[config.mk]
export PLATFORM = sky130hd
export DESIGN_NAME = acsi_top
export DESIGN_NICKNAME = d
export VERILOG_FILES = /design/src/verilog/acsi_pkg.sv /design/src/verilog/acsi_top.sv /design/src/verilog/acsi_status_port.sv /design/src/verilog/acsi_ctrl.sv /design/src/verilog/acsi_cmd_buffer.sv
export SDC_FILE = /design/constraint.sdc
export NUM_CORES = 1
export LEC_CHECK = 0
export BUFFER_PORTS_ARGS = -buffer_cell sky130_fd_sc_hd__buf_2
export CELL_PAD_IN_SITES_DETAIL_PLACEMENT = 2
export CELL_PAD_IN_SITES_GLOBAL_PLACEMENT = 2
export CORE_MARGIN = 2
export CORE_UTILIZATION = 46
export DETAILED_ROUTE_END_ITERATION = 16
export PLACE_DENSITY = 0.9
export SLEW_MARGIN = 20
export SYNTH_ARGS = -nofsm -noshare
export SYNTH_HDL_FRONTEND = slang
export SYNTH_HIERARCHICAL = 1
export SYNTH_SLANG_ARGS = --single-unit
[constraint.sdc]
create_clock -name clk -period 4.3 [get_ports clk]
set_input_delay 0.86 -clock clk [delete_from_list [all_inputs] [get_ports clk]]
set_output_delay 0.86 -clock clk [all_outputs]
set_load 0.03 [all_outputs]
[src/verilog/acsi_pkg.sv]
//==========================================================================
// shared types and constants of the ACSI hard-disk host adapter
// imported by the command buffer, the controller FSM, the readout port
// and the top level that ties them together
//==========================================================================
`default_nettype none

package acsi_pkg;

	// depth of the command buffer, set by the longest command
	localparam int CMD_BYTES = 16;

	// readout select index of the status byte, right after the last command byte
	localparam int STATUS_SEL = 16;

	// opcode field value of an ICD escape, real opcode follows in the next byte
	localparam logic [4:0] ICD_ESCAPE = 5'h1f;

	// one CPU access strobe, valid for a single clock
	typedef struct packed {
		// chip select of the ACSI register pair
		logic       sel;
		// high for a read
		logic       rw;
		// a0 of the access, low marks the first command byte
		logic       addr;
		logic [7:0] din;
	} cpu_bus_t;

	// opcode groups, each one fixes the command length
	typedef enum logic [1:0] {
		grp_6  = 2'd0,
		grp_10 = 2'd1,
		grp_16 = 2'd2,
		grp_12 = 2'd3
	} acsi_group_e;

	// one accepted command byte, from the buffer to the controller
	typedef struct packed {
		logic       valid;
		// written with a0 low
		logic       first;
		// target in force after this write
		logic [2:0] target;
		// this byte completes the command
		logic       last;
	} byte_event_t;

	// controller states
	typedef enum logic [1:0] {
		st_idle    = 2'd0,
		st_collect = 2'd1,
		st_request = 2'd2,
		st_ignored = 2'd3
	} acsi_state_e;

endpackage

`default_nettype wire
[src/verilog/acsi_top.sv]
//==========================================================================
// ACSI hard-disk host adapter
// CPU register port on one side, IO controller request and readout port
// on the other; only a0 of the CPU address is decoded
//==========================================================================
`timescale 1ns/10ps
`default_nettype none

module acsi_top (
	input  logic       clk,
	input  logic       reset,

	// enable bit per ACSI target
	input  logic [7:0] enable,

	// CPU register pair
	input  logic       cpu_sel,
	input  logic       cpu_rw,
	input  logic [1:0] cpu_addr,
	input  logic [7:0] cpu_din,
	output logic [7:0] cpu_dout,
	output logic       irq,

	// IO controller side
	output logic       busy,
	input  logic       dma_ack,
	input  logic       dma_nak,
	input  logic [7:0] dma_status,
	input  logic [4:0] status_sel,
	output logic [7:0] status_byte
);
	import acsi_pkg::*;

	cpu_bus_t                    cpu_bus;
	byte_event_t                 byte_event;
	logic [CMD_BYTES-1:0][7:0]   cmd_bytes;
	logic [2:0]                  target;

	// a1 is not decoded by the adapter
	assign cpu_bus = '{sel: cpu_sel, rw: cpu_rw, addr: cpu_addr[0], din: cpu_din};

	acsi_cmd_buffer cmd_buffer_inst (
		.clk       (clk),
		.reset     (reset),
		.cpu       (cpu_bus),
		.event_out (byte_event),
		.cmd_bytes (cmd_bytes),
		.target    (target)
	);

	acsi_ctrl ctrl_inst (
		.clk      (clk),
		.reset    (reset),
		.cpu      (cpu_bus),
		.event_in (byte_event),
		.enable   (enable),
		.dma_ack  (dma_ack),
		.dma_nak  (dma_nak),
		.irq      (irq),
		.busy     (busy)
	);

	acsi_status_port status_port_inst (
		.clk         (clk),
		.reset       (reset),
		.cmd_bytes   (cmd_bytes),
		.target      (target),
		.busy        (busy),
		.status_sel  (status_sel),
		.dma_ack     (dma_ack),
		.dma_status  (dma_status),
		.status_byte (status_byte),
		.cpu_dout    (cpu_dout)
	);

endmodule

`default_nettype wire

[src/verilog/acsi_status_port.sv]
//==========================================================================
// ACSI readout port
// registered multiplexer that shows command bytes and the status byte
// to the IO controller, and the DMA status latched on an accepted ack
// that the CPU reads back
//==========================================================================
`timescale 1ns/10ps
`default_nettype none

module acsi_status_port (
	input  logic                                clk,
	input  logic                                reset,
	input  logic [acsi_pkg::CMD_BYTES-1:0][7:0] cmd_bytes,
	input  logic [2:0]                          target,
	input  logic                                busy,
	input  logic [4:0]                          status_sel,
	input  logic                                dma_ack,
	input  logic [7:0]                          dma_status,
	output logic [7:0]                          status_byte,
	output logic [7:0]                          cpu_dout
);
	import acsi_pkg::*;

	logic [7:0] sel_byte;

	always_comb begin
		if (status_sel < CMD_BYTES)
			sel_byte = cmd_bytes[status_sel[3:0]];
		else if (status_sel == STATUS_SEL)
			// target on top and the request flag at bit 0
			sel_byte = {target, 4'b0000, busy};
		else
			sel_byte = 8'h00;
	end

	always_ff @(posedge clk) begin
		if (reset) begin
			status_byte <= 8'h00;
			cpu_dout <= 8'h00;
		end else begin
			status_byte <= sel_byte;
			// keep the status that came with the last accepted ack
			if (dma_ack && busy)
				cpu_dout <= dma_status;
		end
	end

endmodule

`default_nettype wire

[src/verilog/acsi_ctrl.sv]
//==========================================================================
// ACSI controller FSM
// turns byte events into interrupt acknowledges and the busy request
// towards the IO controller and handles its ack and nak replies
// any CPU access clears the interrupt
//==========================================================================
`timescale 1ns/10ps
`default_nettype none

module acsi_ctrl (
	input  logic                  clk,
	input  logic                  reset,
	input  acsi_pkg::cpu_bus_t    cpu,
	input  acsi_pkg::byte_event_t event_in,
	input  logic [7:0]            enable,
	input  logic                  dma_ack,
	input  logic                  dma_nak,
	output logic                  irq,
	output logic                  busy
);
	import acsi_pkg::*;

	acsi_state_e state;
	acsi_state_e state_next;
	logic        irq_set;
	logic        reply;
	logic        new_cmd;

	// replies only count while a request is pending
	assign reply = busy && (dma_ack || dma_nak);

	// a first byte restarts the FSM from any state
	assign new_cmd = event_in.valid && event_in.first;

	always_comb begin
		state_next = state;
		// an accepted ack signals the end of the transfer
		irq_set = busy && dma_ack;

		if (reply)
			state_next = st_idle;

		if (new_cmd) begin
			if (enable[event_in.target]) begin
				// first byte of an enabled target is acknowledged too
				state_next = st_collect;
				irq_set = 1'b1;
			end else begin
				state_next = st_ignored;
			end
		end else if (event_in.valid && (state == st_collect)) begin
			if (event_in.last) begin
				// the complete command goes to the IO controller
				state_next = st_request;
			end else begin
				irq_set = 1'b1;
			end
		end
		// bytes in st_idle, st_request and st_ignored are dropped here
	end

	always_ff @(posedge clk) begin
		if (reset) begin
			state <= st_idle;
			irq <= 1'b0;
			busy <= 1'b0;
		end else begin
			state <= state_next;
			busy <= (state_next == st_request);
			// a set in the same cycle as a CPU strobe wins
			if (irq_set)
				irq <= 1'b1;
			else if (cpu.sel)
				irq <= 1'b0;
		end
	end

	// a disabled target never gets an interrupt
	no_irq_ignored: assert property (
		@(posedge clk) disable iff (reset)
		(state == st_ignored) && !new_cmd |=> !$rose(irq)
	);

endmodule

`default_nettype wire

[src/verilog/acsi_cmd_buffer.sv]
//==========================================================================
// ACSI command capture
// stores the command bytes written by the CPU, keeps the target and the
// write index and decodes the command length from byte 0
// every accepted write is reported one clock later as a byte event
//==========================================================================
`timescale 1ns/10ps
`default_nettype none

module acsi_cmd_buffer (
	input  logic                                clk,
	input  logic                                reset,
	input  acsi_pkg::cpu_bus_t                  cpu,
	output acsi_pkg::byte_event_t               event_out,
	output logic [acsi_pkg::CMD_BYTES-1:0][7:0] cmd_bytes,
	output logic [2:0]                          target
);
	import acsi_pkg::*;

	// next free slot, CMD_BYTES once the buffer is full
	logic [4:0]  wr_idx;
	logic        wr_strobe;
	logic        wr_first;
	logic        wr_store;
	logic        icd;
	acsi_group_e group;
	logic [4:0]  last_idx;
	byte_event_t event_next;

	// a write is sel high with rw low
	assign wr_strobe = cpu.sel && !cpu.rw;

	// a0 low starts a new command
	assign wr_first = wr_strobe && !cpu.addr;

	// further bytes only while a slot is left, the rest is dropped
	assign wr_store = wr_strobe && cpu.addr && (wr_idx < CMD_BYTES);

	assign icd = (cpu.din[4:0] == ICD_ESCAPE);

	// opcode group of the stored opcode
	always_comb begin
		if (cmd_bytes[0] <= 8'h1f)
			group = grp_6;
		else if (cmd_bytes[0] <= 8'h5f)
			group = grp_10;
		else if ((cmd_bytes[0] >= 8'h80) && (cmd_bytes[0] <= 8'h9f))
			group = grp_16;
		else
			group = grp_12;
	end

	// index of the byte that completes the command
	always_comb begin
		case (group)
			grp_6:   last_idx = 5'd5;
			grp_10:  last_idx = 5'd9;
			grp_16:  last_idx = 5'd15;
			default: last_idx = 5'd11;
		endcase
	end

	// event for the write in this cycle
	always_comb begin
		event_next = '0;
		if (wr_first) begin
			event_next.valid = 1'b1;
			event_next.first = 1'b1;
			event_next.target = cpu.din[7:5];
		end else if (wr_store) begin
			event_next.valid = 1'b1;
			event_next.target = target;
			// index 0 is never the last one, so a stale group there is harmless
			event_next.last = (wr_idx == last_idx);
		end
	end

	always_ff @(posedge clk) begin
		if (reset) begin
			wr_idx <= '0;
			target <= '0;
			event_out <= '0;
		end else begin
			event_out <= event_next;
			if (wr_first) begin
				target <= cpu.din[7:5];
				// after an escape the next byte is the real opcode
				wr_idx <= icd ? 5'd0 : 5'd1;
			end else if (wr_store) begin
				wr_idx <= wr_idx + 5'd1;
			end
		end
	end

	// command bytes
	always_ff @(posedge clk) begin
		if (wr_first && !icd)
			// plain opcode sits in the low five bits of the first byte
			cmd_bytes[0] <= {3'b000, cpu.din[4:0]};
		else if (wr_store)
			cmd_bytes[wr_idx[3:0]] <= cpu.din;
	end

	// saturation of the write index
	idx_in_range: assert property (
		@(posedge clk) disable iff (reset)
		wr_idx <= CMD_BYTES
	);

endmodule

`default_nettype wire

==> summary.md <==
| Metric | Value |
|---|---|
| Reg power frac | `0.508` |
| Distinct cells, synth | `between 50 and 60` |
| Final Hold Violating Endpoints | `0` |
| Initial Utilization | `0.473` |
| Total wire length | `20,800 um` |
| Clock buffer depth | `2` |
| Setup bufs post-CTS | `0` |
| Placed Area | `0.00699 mm^2` |
| DRC errors left | `0` |
| Leakage | `2.56 nW` |
| Final HPWL DP | `roughly 13,000 um` |
| Wirelength per Cell | `between 30 and 40 um` |
| Worst setup SP type | `input port` |
| WP data arrival | `approximately 2.7 ns` |
| Max Fanout on Critical Path | `14` |
| Hold buffer count at cts | `0` |
| First-pass DRT Iterations | `5` |
| Synth top cells by count | `125 x edfxtp_1, 37 x dfxtp_1, 37 x nand2_1` |
| RSZ-0062 raised after global routing | `no` |
| DP Worst Slack | `1.34 ns` |
| CTS tree | `yes` |
| Outcome | `completed` |
| Psw | `between 0.0008 and 0.0009 W` |
| Hold EP | `status_port_inst/cpu_dout[1]` |
| Critical path class | `in -> reg` |
| Cells on worst reg2reg path | `3` |
| Gate power share | `0.061` |
| Worst R2R Start | `cmd_buffer_inst/wr_idx[4]` |
| Reg area | `approximately 0.0045 mm^2` |
| Post-route cell area | `~0.0076 mm^2` |
| Num CTS Buffers | `17` |
| H-Tree Level Count | `4` |
| Clock skew | `0.00874 ns` |
| Placer congestion estimate | `0.787` |
| PwrDens | `approximately 450 mW/mm^2` |
| Cell Int Power | `about 0.0026 W` |
| DIE AREA | `0.0152 mm^2` |
| Post-synth top flop | `edfxtp_1` |
| CP bufs+invs | `1` |
| Ordered list of cells on the worst path | `buf_2 > and4bb_2 > nand2_1 > nor2_1` |
| Layout cells sized above 1 | `0.251` |
| Area contributors post-synth | `edfxtp_1 57%, dfxtp_1 11%, mux4_2 7.2%, mux2i_1 2.6%, nand2_1 2.1%` |
| Top delay family on crit path | `simple AND/OR/NAND/NOR gates` |
| Root Driver | `clkbuf_16` |
| Max Cap Viol | `0` |
| Hold Worst Slack | `~0.47 ns` |
| Post-synth EDFFs | `between 100 and 150` |
| Number of DRC markers in iteration 0 | `525` |
| Layout area overhead | `15.2%` |
| Num rows | `43` |
| Initial antenna violation count | `1` |
| HP Start | `status_port_inst/cpu_dout[1]` |
| Worst-Skew Late Latency | `around 0.43 ns` |
| Min-delay worst type | `reg -> reg` |
| Via Count | `4,303` |
| Setup slack after layout | `1.63 ns` |
| Vias in the first global route | `4,605` |
| # clock sinks | `162` |
| Largest net degree at the start of global routing | `33` |
| ANT nets after route | `0` |
| Final nets | `526` |
| Register bit total from synthesis | `around 160` |
| Minimum clock period | `about 2.7 ns` |
| Worst-Margin Slew | `between 1 and 1.5 ns` |
| Reg2reg end | `cmd_buffer_inst/cmd_bytes[41]` |
| Overflow after GRT | `0` |
| Clock transition at path regs | `0.06 ns` |
| Ys Warns | `6` |
| I/O pins | `55` |
| GRT Total Usage | `0.291` |
| Post-DR vias/cell | `~6.3` |
| FF-to-FF setup slack | `around 1.9 ns` |
| Setup crit end kind | `flop` |
| Highest clock rate | `about 0.37 GHz` |
| Seq/Total Area, Yosys | `0.685` |
| First-pass GRT wire length | `approximately 31,000 um` |
| Hold depth | `2` |
| Worst rel slew slack | `0.247` |
| Area leader, netlist | `edfxtp_1` |
| Port bufs | `53` |
| Filler cells | `1,236` |
| Final core utilization | `0.544` |
| Required time of the critical path | `4.34 ns` |
| Top cell type's share of synthesized area | `0.572` |
| Syn nets | `470` |
| Max-slew violation count | `0` |
| Cells after Synth | `429` |
| Slowest stage cell on the critical path | `nor2_1` |
| CP max stage delay | `roughly 0.91 ns` |
| Final setup TNS | `0 ns` |
| Final period util | `0.621` |
| Async set-reset flop share out of synthesis | `0` |
| Post-CTS resize count | `0` |
| Setup violations, final | `0` |
| Switching Share | `0.238` |
| Max IR drop VDD | `~350 uV` |
| Average size of a mapped cell | `~15 um^2` |
| Most common cell in the netlist | `edfxtp_1` |
| Std-Cell Core Area | `0.0139 mm^2` |
| Footprint of the multi-input gates | `roughly 0.0019 mm^2` |
| Die Span X | `roughly 120 um` |
| Clk pwr share | `0.431` |
| Die Height | `~120 um` |
| Synth Cell Area | `between 0.006 and 0.007 mm^2` |
[worst reg2reg max path, stage by stage (launching register included)]
cell and delay [ns]:
dfxtp_1 0.33, and4bb_2 0.56, nand2_1 0.26, nor2_1 0.92
[worst max-delay path by stage]
stage	start	to	slack [ns]	cells after the start
3_3_place_gp	cpu_rw	cmd_buffer_inst/cmd_bytes[116]	1.43	4
6_report	cpu_rw	cmd_buffer_inst/cmd_bytes[41]	1.63	4
5_1_grt	cpu_rw	cmd_buffer_inst/cmd_bytes[41]	1.62	4
3_5_place_dp	cpu_rw	cmd_buffer_inst/cmd_bytes[97]	1.34	4
2_1_floorplan	cpu_rw	cmd_buffer_inst/cmd_bytes[10]	1.86	4
4_1_cts	cpu_rw	cmd_buffer_inst/cmd_bytes[41]	1.71	4
[flip-flops by register name, summed over array words and instances (netlist names)]
signal	cells
cmd_buffer_inst/target	3
cmd_buffer_inst/event_out	6
status_port_inst/cpu_dout	8
ctrl_inst/busy	1
ctrl_inst/irq	1
ctrl_inst/state	2
cmd_buffer_inst/wr_idx	5
status_port_inst/status_byte	8
cmd_buffer_inst/cmd_bytes	128
[power by group through the flow]
stage	combinational (W)	sequential, W	clock [W]
after floorplan	0.000103	0.00175	0
after global placement	0.000182	0.00174	0
after detailed placement	0.000199	0.00175	0
after CTS	0.000206	0.00171	0.00148
after global routing	0.000219	0.00171	0.00153
final	0.000207	0.00171	0.00145
[metrics by stage]
| step | total power [W] | cells |
|---|---|---|
| 2_1_floorplan | 0.00186 | 429 |
| 3_3_place_gp | 0.00193 | 646 |
| 3_5_place_dp | 0.00195 | 646 |
| 4_1_cts | 0.00339 | 678 |
| 5_1_grt | 0.00347 | 679 |
| 6_report | 0.00337 | 679 |
[metal layers]
metal | wire, um | up-vias | GRT usage
met1 | 8340 | 2289 | 0.368
met4 | 709 | 0 | 0.159
met5 | 0 | - | 0
met2 | 10800 | 178 | 0.476
met3 | 955 | 49 | 0.0544
li1 | - | 1787 | -
[kinds of logic after synthesis]
kind of cell,synth area share
buffers and inverters,0.0198
DFF,0.685
and+or+nand+nor,0.0900
AOI/OAI and AO/OA,0.0793
adders and majority gates,0.00763
muxes,0.117
xor gates and xnor gates,0.00134
[area by class of cell]
class / count / area share
repair buffers: 58 / 0.0417
inverters: 5 / 0.00248
diodes: 1 / 0.000331
clock inverters: 15 / 0.0177
clock buffers: 17 / 0.0563
flip-flops and latches: 162 / 0.595
multi-input cells: 241 / 0.257
well taps: 180 / 0.0298
[cell usage in the layout (no fill, tap or decap), types with 5 or more instances in the layout]
cell / Yosys / layout
edfxtp_1: 125 / 125
buf_2: 8 / 53
nand2_1: 37 / 37
dfxtp_1: 37 / 37
a21oi_1: 26 / 26
mux4_2: 21 / 21
nor2_1: 20 / 20
nand3_1: 19 / 19
clkbuf_16: 0 / 17
mux2i_1: 17 / 17
mux2_1: 8 / 8
a211oi_1: 8 / 8
o21ai_0: 7 / 7
nor2b_1: 6 / 6
clkinv_4: 0 / 5
inv_1: 5 / 5
a21boi_1: 5 / 5
No activity file was read; power rests on OpenSTA's default activity.
